### src/fp_fmt_pkg.sv
// ---------------------------------------------------------------------
// Floating-point format definitions for the SIMD slice.
// Holds the datapath width, the lane word union, canonical NaNs and
// small NaN classifiers. Imported by the RTL and by the testbench.
// ---------------------------------------------------------------------
`default_nettype none

package fp_fmt_pkg;

  localparam int unsigned SLICE_WIDTH = 32;
  localparam int unsigned NUM_LANES   = 2;

  typedef enum logic {
    FP32 = 1'b0,
    FP16 = 1'b1
  } fp_fmt_e;

  // One operand word, read as a single FP32 or as two FP16 values
  typedef union packed {
    logic [SLICE_WIDTH-1:0]                          fp32;
    logic [NUM_LANES-1:0][SLICE_WIDTH/NUM_LANES-1:0] fp16;  // Lane 0 in the low half
  } fp_word_u;

  localparam logic [31:0] FP32_QNAN = 32'h7fc0_0000;
  localparam logic [15:0] FP16_QNAN = 16'h7e00;
  localparam logic [15:0] FP16_BOX  = 16'hffff;  // Fills unused upper bits

  // ---------------------------------------------------------------------
  // NaN classifiers
  // ---------------------------------------------------------------------
  function automatic logic fp32_is_nan(logic [31:0] x);
    return (x[30:23] == 8'hff) && (x[22:0] != 23'd0);
  endfunction

  function automatic logic fp32_is_snan(logic [31:0] x);
    return fp32_is_nan(x) && !x[22];  // Quiet bit clear
  endfunction

  function automatic logic fp16_is_nan(logic [15:0] x);
    return (x[14:10] == 5'h1f) && (x[9:0] != 10'd0);
  endfunction

  function automatic logic fp16_is_snan(logic [15:0] x);
    return fp16_is_nan(x) && !x[9];
  endfunction

endpackage

`default_nettype wire

### src/fp_op_pkg.sv
// ---------------------------------------------------------------------
// Operation encoding and status flags of the non-computational group.
// Shared by the lanes, the slice top level and the testbench.
// ---------------------------------------------------------------------
`default_nettype none

package fp_op_pkg;

  // Sign injection and min/max operations
  typedef enum logic [2:0] {
    SGNJ  = 3'd0,
    SGNJN = 3'd1,
    SGNJX = 3'd2,
    MIN   = 3'd3,
    MAX   = 3'd4
  } fp_op_e;

  // IEEE 754 exception flags, same order as the RISC-V fflags CSR
  typedef struct packed {
    logic NV;  // Invalid operation
    logic DZ;  // Divide by zero
    logic OF;  // Overflow
    logic UF;  // Underflow
    logic NX;  // Inexact
  } status_t;

  // Side-band bits carried next to the lane data: {format, vector}
  localparam int unsigned AUX_BITS = 2;

endpackage

`default_nettype wire

### src/fp_pipe.sv
// ---------------------------------------------------------------------
// Elastic pipeline with valid/ready flow control.
// Each stage holds one payload word; empty stages let data move up,
// so bubbles collapse. Zero stages gives a combinational path.
// ---------------------------------------------------------------------
`default_nettype none
`timescale 1ns/1ps

module fp_pipe #(
  parameter int unsigned NumPipeRegs = 2,
  parameter int unsigned DataWidth   = 32
) (
  input  logic                 clk_i,
  input  logic                 rst_n_i,
  input  logic                 in_valid_i,
  output logic                 in_ready_o,
  input  logic [DataWidth-1:0] data_i,
  output logic                 out_valid_o,
  input  logic                 out_ready_i,
  output logic [DataWidth-1:0] data_o,
  output logic                 busy_o
);

  if (NumPipeRegs == 0) begin : gen_bypass
    assign out_valid_o = in_valid_i;
    assign in_ready_o  = out_ready_i;
    assign data_o      = data_i;
    assign busy_o      = 1'b0;  // Nothing is ever held
  end else begin : gen_stages
    logic [NumPipeRegs-1:0]                valid_q;
    logic [NumPipeRegs-1:0][DataWidth-1:0] data_q;
    logic [NumPipeRegs-1:0]                stage_ready;     // Stage i takes new data
    logic [NumPipeRegs-1:0]                stage_in_valid;
    logic [NumPipeRegs-1:0][DataWidth-1:0] stage_in_data;

    always_comb begin : chain
      stage_in_valid[0] = in_valid_i;
      stage_in_data[0]  = data_i;
      for (int i = 1; i < NumPipeRegs; i++) begin
        stage_in_valid[i] = valid_q[i-1];
        stage_in_data[i]  = data_q[i-1];
      end
      // Ready ripples back from the output
      stage_ready[NumPipeRegs-1] = ~valid_q[NumPipeRegs-1] | out_ready_i;
      for (int i = NumPipeRegs - 2; i >= 0; i--) begin
        stage_ready[i] = ~valid_q[i] | stage_ready[i+1];
      end
    end

    always_ff @(posedge clk_i) begin : stage_valid
      if (!rst_n_i) begin
        valid_q <= '0;
      end else begin
        for (int i = 0; i < NumPipeRegs; i++) begin
          if (stage_ready[i]) valid_q[i] <= stage_in_valid[i];
        end
      end
    end

    always_ff @(posedge clk_i) begin : stage_data
      for (int i = 0; i < NumPipeRegs; i++) begin
        if (stage_ready[i] && stage_in_valid[i]) data_q[i] <= stage_in_data[i];
      end
    end

    assign in_ready_o  = stage_ready[0];
    assign out_valid_o = valid_q[NumPipeRegs-1];
    assign data_o      = data_q[NumPipeRegs-1];
    assign busy_o      = |valid_q;
  end

  // Held output keeps both its valid and its data until taken
  a_out_hold : assert property (@(posedge clk_i) disable iff (!rst_n_i)
    out_valid_o && !out_ready_i |=> out_valid_o && $stable(data_o));

endmodule

`default_nettype wire

### src/fp_noncomp_lane.sv
// ---------------------------------------------------------------------
// One lane of the non-computational group: sign injection and min/max.
// The operation is combinational and its result, flags and aux bits
// then pass through an elastic pipeline. A 32-bit lane also handles
// scalar FP16 and NaN-boxes it; a 16-bit lane is FP16 only.
// ---------------------------------------------------------------------
`default_nettype none
`timescale 1ns/1ps

module fp_noncomp_lane #(
  parameter int unsigned LaneWidth   = 32,
  parameter int unsigned NumPipeRegs = 2
) (
  input  logic                           clk_i,
  input  logic                           rst_n_i,
  input  fp_op_pkg::fp_op_e              op_i,
  input  fp_fmt_pkg::fp_fmt_e            fmt_i,
  input  logic [LaneWidth-1:0]           operand_a_i,
  input  logic [LaneWidth-1:0]           operand_b_i,
  input  logic [fp_op_pkg::AUX_BITS-1:0] aux_i,
  input  logic                           in_valid_i,
  output logic                           in_ready_o,
  output logic [LaneWidth-1:0]           result_o,
  output fp_op_pkg::status_t             status_o,
  output logic [fp_op_pkg::AUX_BITS-1:0] aux_o,
  output logic                           out_valid_o,
  input  logic                           out_ready_i,
  output logic                           busy_o
);
  import fp_fmt_pkg::*;
  import fp_op_pkg::*;

  localparam int unsigned PayloadWidth = LaneWidth + $bits(status_t) + AUX_BITS;

  logic                    use_fp16;
  logic [31:0]             a_w, b_w;        // Operands widened to the FP32 view
  logic                    sign_a, sign_b;
  logic [30:0]             mag_a, mag_b;
  logic                    nan_a, nan_b, snan_a, snan_b;
  logic [31:0]             canon_nan;
  logic                    a_lt_b;
  logic [31:0]             raw_res, res_w;
  logic [LaneWidth-1:0]    op_result;
  status_t                 op_status;
  logic [PayloadWidth-1:0] payload_in, payload_out;

  assign use_fp16 = (LaneWidth == 16) || (fmt_i == FP16);
  assign a_w      = 32'(operand_a_i);
  assign b_w      = 32'(operand_b_i);

  // Pick sign, magnitude and NaN class for the active format
  always_comb begin : decode_operands
    if (use_fp16) begin
      sign_a    = a_w[15];
      sign_b    = b_w[15];
      mag_a     = 31'(a_w[14:0]);
      mag_b     = 31'(b_w[14:0]);
      nan_a     = fp16_is_nan(a_w[15:0]);
      nan_b     = fp16_is_nan(b_w[15:0]);
      snan_a    = fp16_is_snan(a_w[15:0]);
      snan_b    = fp16_is_snan(b_w[15:0]);
      canon_nan = 32'(FP16_QNAN);  // Boxed below
    end else begin
      sign_a    = a_w[31];
      sign_b    = b_w[31];
      mag_a     = a_w[30:0];
      mag_b     = b_w[30:0];
      nan_a     = fp32_is_nan(a_w);
      nan_b     = fp32_is_nan(b_w);
      snan_a    = fp32_is_snan(a_w);
      snan_b    = fp32_is_snan(b_w);
      canon_nan = FP32_QNAN;
    end
  end

  // Signed-magnitude order, so -0 sorts below +0
  assign a_lt_b = (sign_a != sign_b) ? sign_a
                                     : (sign_a ? (mag_a > mag_b) : (mag_a < mag_b));

  always_comb begin : compute
    logic new_sign;
    new_sign  = sign_b;
    raw_res   = a_w;
    op_status = '0;
    case (op_i)
      SGNJ:  new_sign = sign_b;
      SGNJN: new_sign = ~sign_b;
      SGNJX: new_sign = sign_a ^ sign_b;
      default: begin  // MIN and MAX
        if (nan_a && nan_b)  raw_res = canon_nan;
        else if (nan_a)      raw_res = b_w;  // Non-NaN input wins
        else if (nan_b)      raw_res = a_w;
        else                 raw_res = ((op_i == MIN) == a_lt_b) ? a_w : b_w;
        op_status.NV = snan_a | snan_b;
      end
    endcase
    if (op_i inside {SGNJ, SGNJN, SGNJX}) begin
      if (use_fp16) raw_res[15] = new_sign;
      else          raw_res[31] = new_sign;
    end
  end

  assign res_w     = use_fp16 ? {FP16_BOX, raw_res[15:0]} : raw_res;
  assign op_result = res_w[LaneWidth-1:0];

  // ---------------------------------------------------------------------
  // Output pipeline
  // ---------------------------------------------------------------------
  assign payload_in = {aux_i, op_status, op_result};

  fp_pipe #(
    .NumPipeRegs ( NumPipeRegs  ),
    .DataWidth   ( PayloadWidth )
  ) i_fp_pipe (
    .clk_i,
    .rst_n_i,
    .in_valid_i  ( in_valid_i  ),
    .in_ready_o  ( in_ready_o  ),
    .data_i      ( payload_in  ),
    .out_valid_o ( out_valid_o ),
    .out_ready_i ( out_ready_i ),
    .data_o      ( payload_out ),
    .busy_o      ( busy_o      )
  );

  assign {aux_o, status_o, result_o} = payload_out;

  // Upper lanes only receive work from vector FP16 items
  a_lane_fmt : assert property (@(posedge clk_i) disable iff (!rst_n_i)
    in_valid_i |-> (LaneWidth == 32) || (fmt_i == FP16));

endmodule

`default_nettype wire

### src/fp_simd_slice.sv
// ---------------------------------------------------------------------
// Two-lane SIMD slice for sign injection and min/max.
// A 32-bit word carries one FP32 or two FP16 values. Lane 0 always
// runs, lane 1 only for vector FP16. Results are repacked by the
// format that travels with each item, and lane flags are OR-ed.
// ---------------------------------------------------------------------
`default_nettype none
`timescale 1ns/1ps

module fp_simd_slice #(
  parameter int unsigned NumPipeRegs = 2
) (
  input  logic                 clk_i,
  input  logic                 rst_n_i,
  input  logic                 in_valid_i,
  output logic                 in_ready_o,
  input  fp_op_pkg::fp_op_e    op_i,
  input  fp_fmt_pkg::fp_fmt_e  fmt_i,
  input  logic                 vectorial_i,
  input  fp_fmt_pkg::fp_word_u operand_a_i,
  input  fp_fmt_pkg::fp_word_u operand_b_i,
  output logic                 out_valid_o,
  input  logic                 out_ready_i,
  output fp_fmt_pkg::fp_word_u result_o,
  output fp_op_pkg::status_t   status_o,
  output logic                 busy_o
);
  import fp_fmt_pkg::*;
  import fp_op_pkg::*;

  localparam int unsigned Fp16Width = SLICE_WIDTH / NUM_LANES;

  logic                 vector_op;
  logic [AUX_BITS-1:0]  aux_in;

  logic [NUM_LANES-1:0]               lane_in_valid, lane_in_ready;
  logic [NUM_LANES-1:0]               lane_out_valid, lane_out_ready;
  logic [NUM_LANES-1:0]               lane_busy;
  logic [NUM_LANES-1:0][AUX_BITS-1:0] lane_aux;
  status_t [NUM_LANES-1:0]            lane_status;
  logic [SLICE_WIDTH-1:0]             lane0_result;
  logic [Fp16Width-1:0]               lane1_result;

  fp_fmt_e result_fmt;
  logic    result_is_vector;

  // ---------------------------------------------------------------------
  // Input side
  // ---------------------------------------------------------------------
  assign vector_op = vectorial_i & (fmt_i == FP16);  // FP32 is never vectorial
  assign aux_in    = {fmt_i, vector_op};

  assign lane_in_valid[0] = in_valid_i;
  // Lane 1 only loads together with lane 0, so a stalled vector item is not taken twice
  assign lane_in_valid[1] = in_valid_i & vector_op & lane_in_ready[0];
  assign in_ready_o       = lane_in_ready[0];

  fp_noncomp_lane #(
    .LaneWidth   ( SLICE_WIDTH ),
    .NumPipeRegs ( NumPipeRegs )
  ) i_lane0 (
    .clk_i,
    .rst_n_i,
    .op_i,
    .fmt_i,
    .operand_a_i ( operand_a_i.fp32  ),
    .operand_b_i ( operand_b_i.fp32  ),
    .aux_i       ( aux_in            ),
    .in_valid_i  ( lane_in_valid[0]  ),
    .in_ready_o  ( lane_in_ready[0]  ),
    .result_o    ( lane0_result      ),
    .status_o    ( lane_status[0]    ),
    .aux_o       ( lane_aux[0]       ),
    .out_valid_o ( lane_out_valid[0] ),
    .out_ready_i ( lane_out_ready[0] ),
    .busy_o      ( lane_busy[0]      )
  );

  fp_noncomp_lane #(
    .LaneWidth   ( Fp16Width   ),
    .NumPipeRegs ( NumPipeRegs )
  ) i_lane1 (
    .clk_i,
    .rst_n_i,
    .op_i,
    .fmt_i,
    .operand_a_i ( operand_a_i.fp16[1] ),  // Upper FP16 value
    .operand_b_i ( operand_b_i.fp16[1] ),
    .aux_i       ( aux_in              ),
    .in_valid_i  ( lane_in_valid[1]    ),
    .in_ready_o  ( lane_in_ready[1]    ),
    .result_o    ( lane1_result        ),
    .status_o    ( lane_status[1]      ),
    .aux_o       ( lane_aux[1]         ),
    .out_valid_o ( lane_out_valid[1]   ),
    .out_ready_i ( lane_out_ready[1]   ),
    .busy_o      ( lane_busy[1]        )
  );

  // ---------------------------------------------------------------------
  // Output side
  // ---------------------------------------------------------------------
  assign result_fmt       = fp_fmt_e'(lane_aux[0][1]);
  assign result_is_vector = lane_aux[0][0];

  assign lane_out_ready[0] = out_ready_i;
  assign lane_out_ready[1] = out_ready_i & result_is_vector;
  assign out_valid_o       = lane_out_valid[0];
  assign busy_o            = |lane_busy;

  always_comb begin : pack_result
    result_o.fp32 = lane0_result;  // FP32, or scalar FP16 already boxed
    if (result_fmt == FP16 && result_is_vector) result_o.fp16[1] = lane1_result;
  end

  always_comb begin : collapse_status
    status_o = lane_status[0];
    if (result_is_vector) status_o = status_t'(status_o | lane_status[1]);
  end

  // Lanes stay in lockstep on entry and on exit
  a_vec_entry : assert property (@(posedge clk_i) disable iff (!rst_n_i)
    lane_in_valid[1] |-> lane_in_ready[1]);

  a_vec_exit : assert property (@(posedge clk_i) disable iff (!rst_n_i)
    lane_out_valid[0] && result_is_vector |->
      lane_out_valid[1] && (lane_aux[1] == lane_aux[0]));

endmodule

`default_nettype wire

### config.mk
export PLATFORM = sky130hd
export DESIGN_NAME = fp_simd_slice
export DESIGN_NICKNAME = d
export VERILOG_FILES = /design/src/fp_fmt_pkg.sv /design/src/fp_op_pkg.sv /design/src/fp_pipe.sv /design/src/fp_noncomp_lane.sv /design/src/fp_simd_slice.sv
export SDC_FILE = /design/constraint.sdc
export NUM_CORES = 1
export LEC_CHECK = 0
export ABC_AREA = 1
export BUFFER_PORTS_ARGS = -buffer_cell sky130_fd_sc_hd__buf_2
export CORE_ASPECT_RATIO = 1.25
export CORE_MARGIN = 1
export CORE_UTILIZATION = 47
export DETAILED_ROUTE_END_ITERATION = 8
export PLACE_DENSITY = 0.75
export REMOVE_ABC_BUFFERS = 1
export SLEW_MARGIN = 20
export SYNTH_ARGS = -nofsm -noshare
export SYNTH_HDL_FRONTEND = slang
export SYNTH_HIERARCHICAL = 1
export SYNTH_SLANG_ARGS = --single-unit
### constraint.sdc
create_clock -name clk_i -period 4.2 [get_ports clk_i]
set_input_delay 0.84 -clock clk_i [delete_from_list [all_inputs] [get_ports clk_i]]
set_output_delay 0.84 -clock clk_i [all_outputs]
set_load 0.1 [all_outputs]
==> out/results.tsv <==
metric	value	unit
Routed Antenna Nets	0	
Slowest-stage cell, CP	inv_2	
Core Area	16800	um2
fin area	8960	um2
Overall Power	3560	uW
Iter 0 DRT Violations	587	
Die ar.	17700	um2
die height	149	um
Nets	1133	
TNS Setup	0	ns
num ports	113	
root buf cell	clkbuf_16	
leakage power	0.00427	uW
Slew Viols, Final	0	
HPWL Detailed	14500	um
number of buffers created by CTS	17	
CP max FO	32	
via/cell ratio	5.09	
worst-skew pair later-pin latency	0.40	ns
grt ovf	0	
clock skew	0.00616	ns
VDD IR-drop max	0.000214	V
Worst-Margin Slew	0.854	ns
Worst setup EP type	flop	
Critical R2R Launch	i_lane0/i_fp_pipe/data_o[37]	
synthesis warning total	6	
count of clock tree sinks	124	
endpoints failing setup	0	
first-pass GRT wire length	30600	um
Max Cap Viol	0	
Setup Buffers After CTS	0	
antenna violations before repair	0	
synthesized area	8090	um2
CP max stage delay	0.36	ns
Vias	6349	
Area Overhead vs Synth	10.8	%
placement row count	53	
layout cells sized above 1	20.5	%
pwr dens	397	nW/um2
CTS clock-pin slew for the worst setup and hold paths	0.06	ns
Clock Path Buffers	2	
wire length per cell	15.3	um
final worst path period share	82.2	%
Placed Area	8400	um2
Hold Vio Cnt, Final	0	
Resized cells post-CTS	0	
R2R cell count	6	
RSZ-0062 raised after global routing	no	
HP Start	i_lane0/i_fp_pipe/gen_stages.data_q[10]	
DRC viols	0	
drt total wl	19000	um
CTS tree	yes	
Mapped Cells	955	
Max Freq	290	MHz
Hold-fix buffers, CTS	0	
htree depth	4	
RD Place Congestion	0.990	
CP dominant cell by count	nand2_1	
WP data required	4.34	ns
worst hold path cell count	0	
worst-path cell chain	buf_2 > inv_2 > nand2_1 > ha_1 > nand2_1 > nor2_1 > nand2_1 > nor2_1 > nand2_1 > nand2_1 > nor2_1 > nand2_1 > nand2_1 > nand2_1 > nand2_1 > nand2_2 > nand3_4 > nand2_4 > nand2_1 > nand3_1 > nand2_1	
min Tclk post-route	3.45	ns
starting density of the core	48.0	%
Slew Limit Headroom	43.0	%
worst min-delay path category	reg2reg	
first-pass iteration count of the detailed router	5	
DIE WIDTH	119	um
Setup crit start kind	input port	
CP Class	in2reg	
Hold Path End	i_lane0/i_fp_pipe/data_o[10]	
r2r setup slk	1.94	ns
largest net degree at the start of global routing	40	
IO buf count	112	
GRT Util Overall	22.2	%
commonest non-fill, non-tap cell in the layout	nand2_1	
status	finished, final reports clean	
r2r endpoint	i_lane1/i_fp_pipe/gen_stages.data_q[15]	
vias in the first global route	6013	
Worst Path Arrival	3.59	ns
Syn Area/Cell	8.47	um2
most frequent cells in the layout	nand2_1 (256), inv_1 (129), edfxtp_1 (120)	
## registers in the layout, summed over array words and instances, names as in the netlist
name                                  flops
i_lane0/i_fp_pipe/gen_stages.valid_q      2
i_lane1/i_fp_pipe/gen_stages.valid_q      2
i_lane1/i_fp_pipe/data_o                 21
i_lane0/i_fp_pipe/data_o                 39
i_lane0/i_fp_pipe/gen_stages.data_q      39
i_lane1/i_fp_pipe/gen_stages.data_q      21
## metrics by stage
stage | hold WS [ns] | setup slack [ns] | cells | utilization [%]
2_1_floorplan | 0.400 | 0.935 | 872 | -
3_3_place_gp | 0.401 | 0.434 | 1215 | 49.9
3_5_place_dp | 0.405 | 0.437 | 1215 | 49.9
4_1_cts | 0.416 | 0.852 | 1247 | 53.2
5_1_grt | 0.420 | 0.488 | 1247 | 53.2
6_report | 0.414 | 0.749 | 1248 | 53.2
## worst max-delay path, delay by kind of cell
family / cells / cell delay [ns]
and+or+nand+nor: 18 / 1.83
buffers and inverters: 2 / 0.56
adders and majority gates: 1 / 0.32
## cell type report
type | instances | area [um2]
Clock inverter | 15 | 138
Multi-Input combinational cell | 605 | 3260
Sequential cell | 124 | 3680
Clock buffer | 17 | 425
Antenna cell | 1 | 2.50
Inverter | 143 | 537
Tap cell | 220 | 275
Timing Repair Buffer | 123 | 643
Fill cell | 1603 | 7880
## where the power goes
| group | total (uW) | switching [uW] | internal [uW] |
|---|---|---|---|
| sequential | 1470 | 23.0 | 1450 |
| clock | 1350 | 525 | 822 |
| combinational | 746 | 553 | 193 |
| total | 3560 | 1100 | 2460 |
## routing by layer
layer / track usage (%) / vias to the layer above / share of wire (%)
li1: - / 3201 / -
met1: 28.5 / 2875 / 43
met2: 36.5 / 234 / 48
met3: 4.14 / 39 / 6.1
met4: 10.0 / 0 / 2.6
met5: 0 / - / 0
## worst max path at each step
| stage | endpoint | depth (start not counted) | slack [ns] | from |
|---|---|---|---|---|
| floorplan | i_lane0/i_fp_pipe/data_o[0] | 2 | 0.94 | out_ready_i |
| global placement | i_lane0/i_fp_pipe/gen_stages.data_q[9] | 21 | 0.43 | fmt_i |
| detailed placement | i_lane0/i_fp_pipe/gen_stages.data_q[9] | 21 | 0.44 | fmt_i |
| CTS | i_lane0/i_fp_pipe/gen_stages.data_q[9] | 21 | 0.85 | fmt_i |
| global route | i_lane0/i_fp_pipe/gen_stages.data_q[4] | 21 | 0.49 | fmt_i |
| finish | i_lane0/i_fp_pipe/gen_stages.data_q[15] | 21 | 0.75 | fmt_i |
Power figures use the tool's default switching activity.
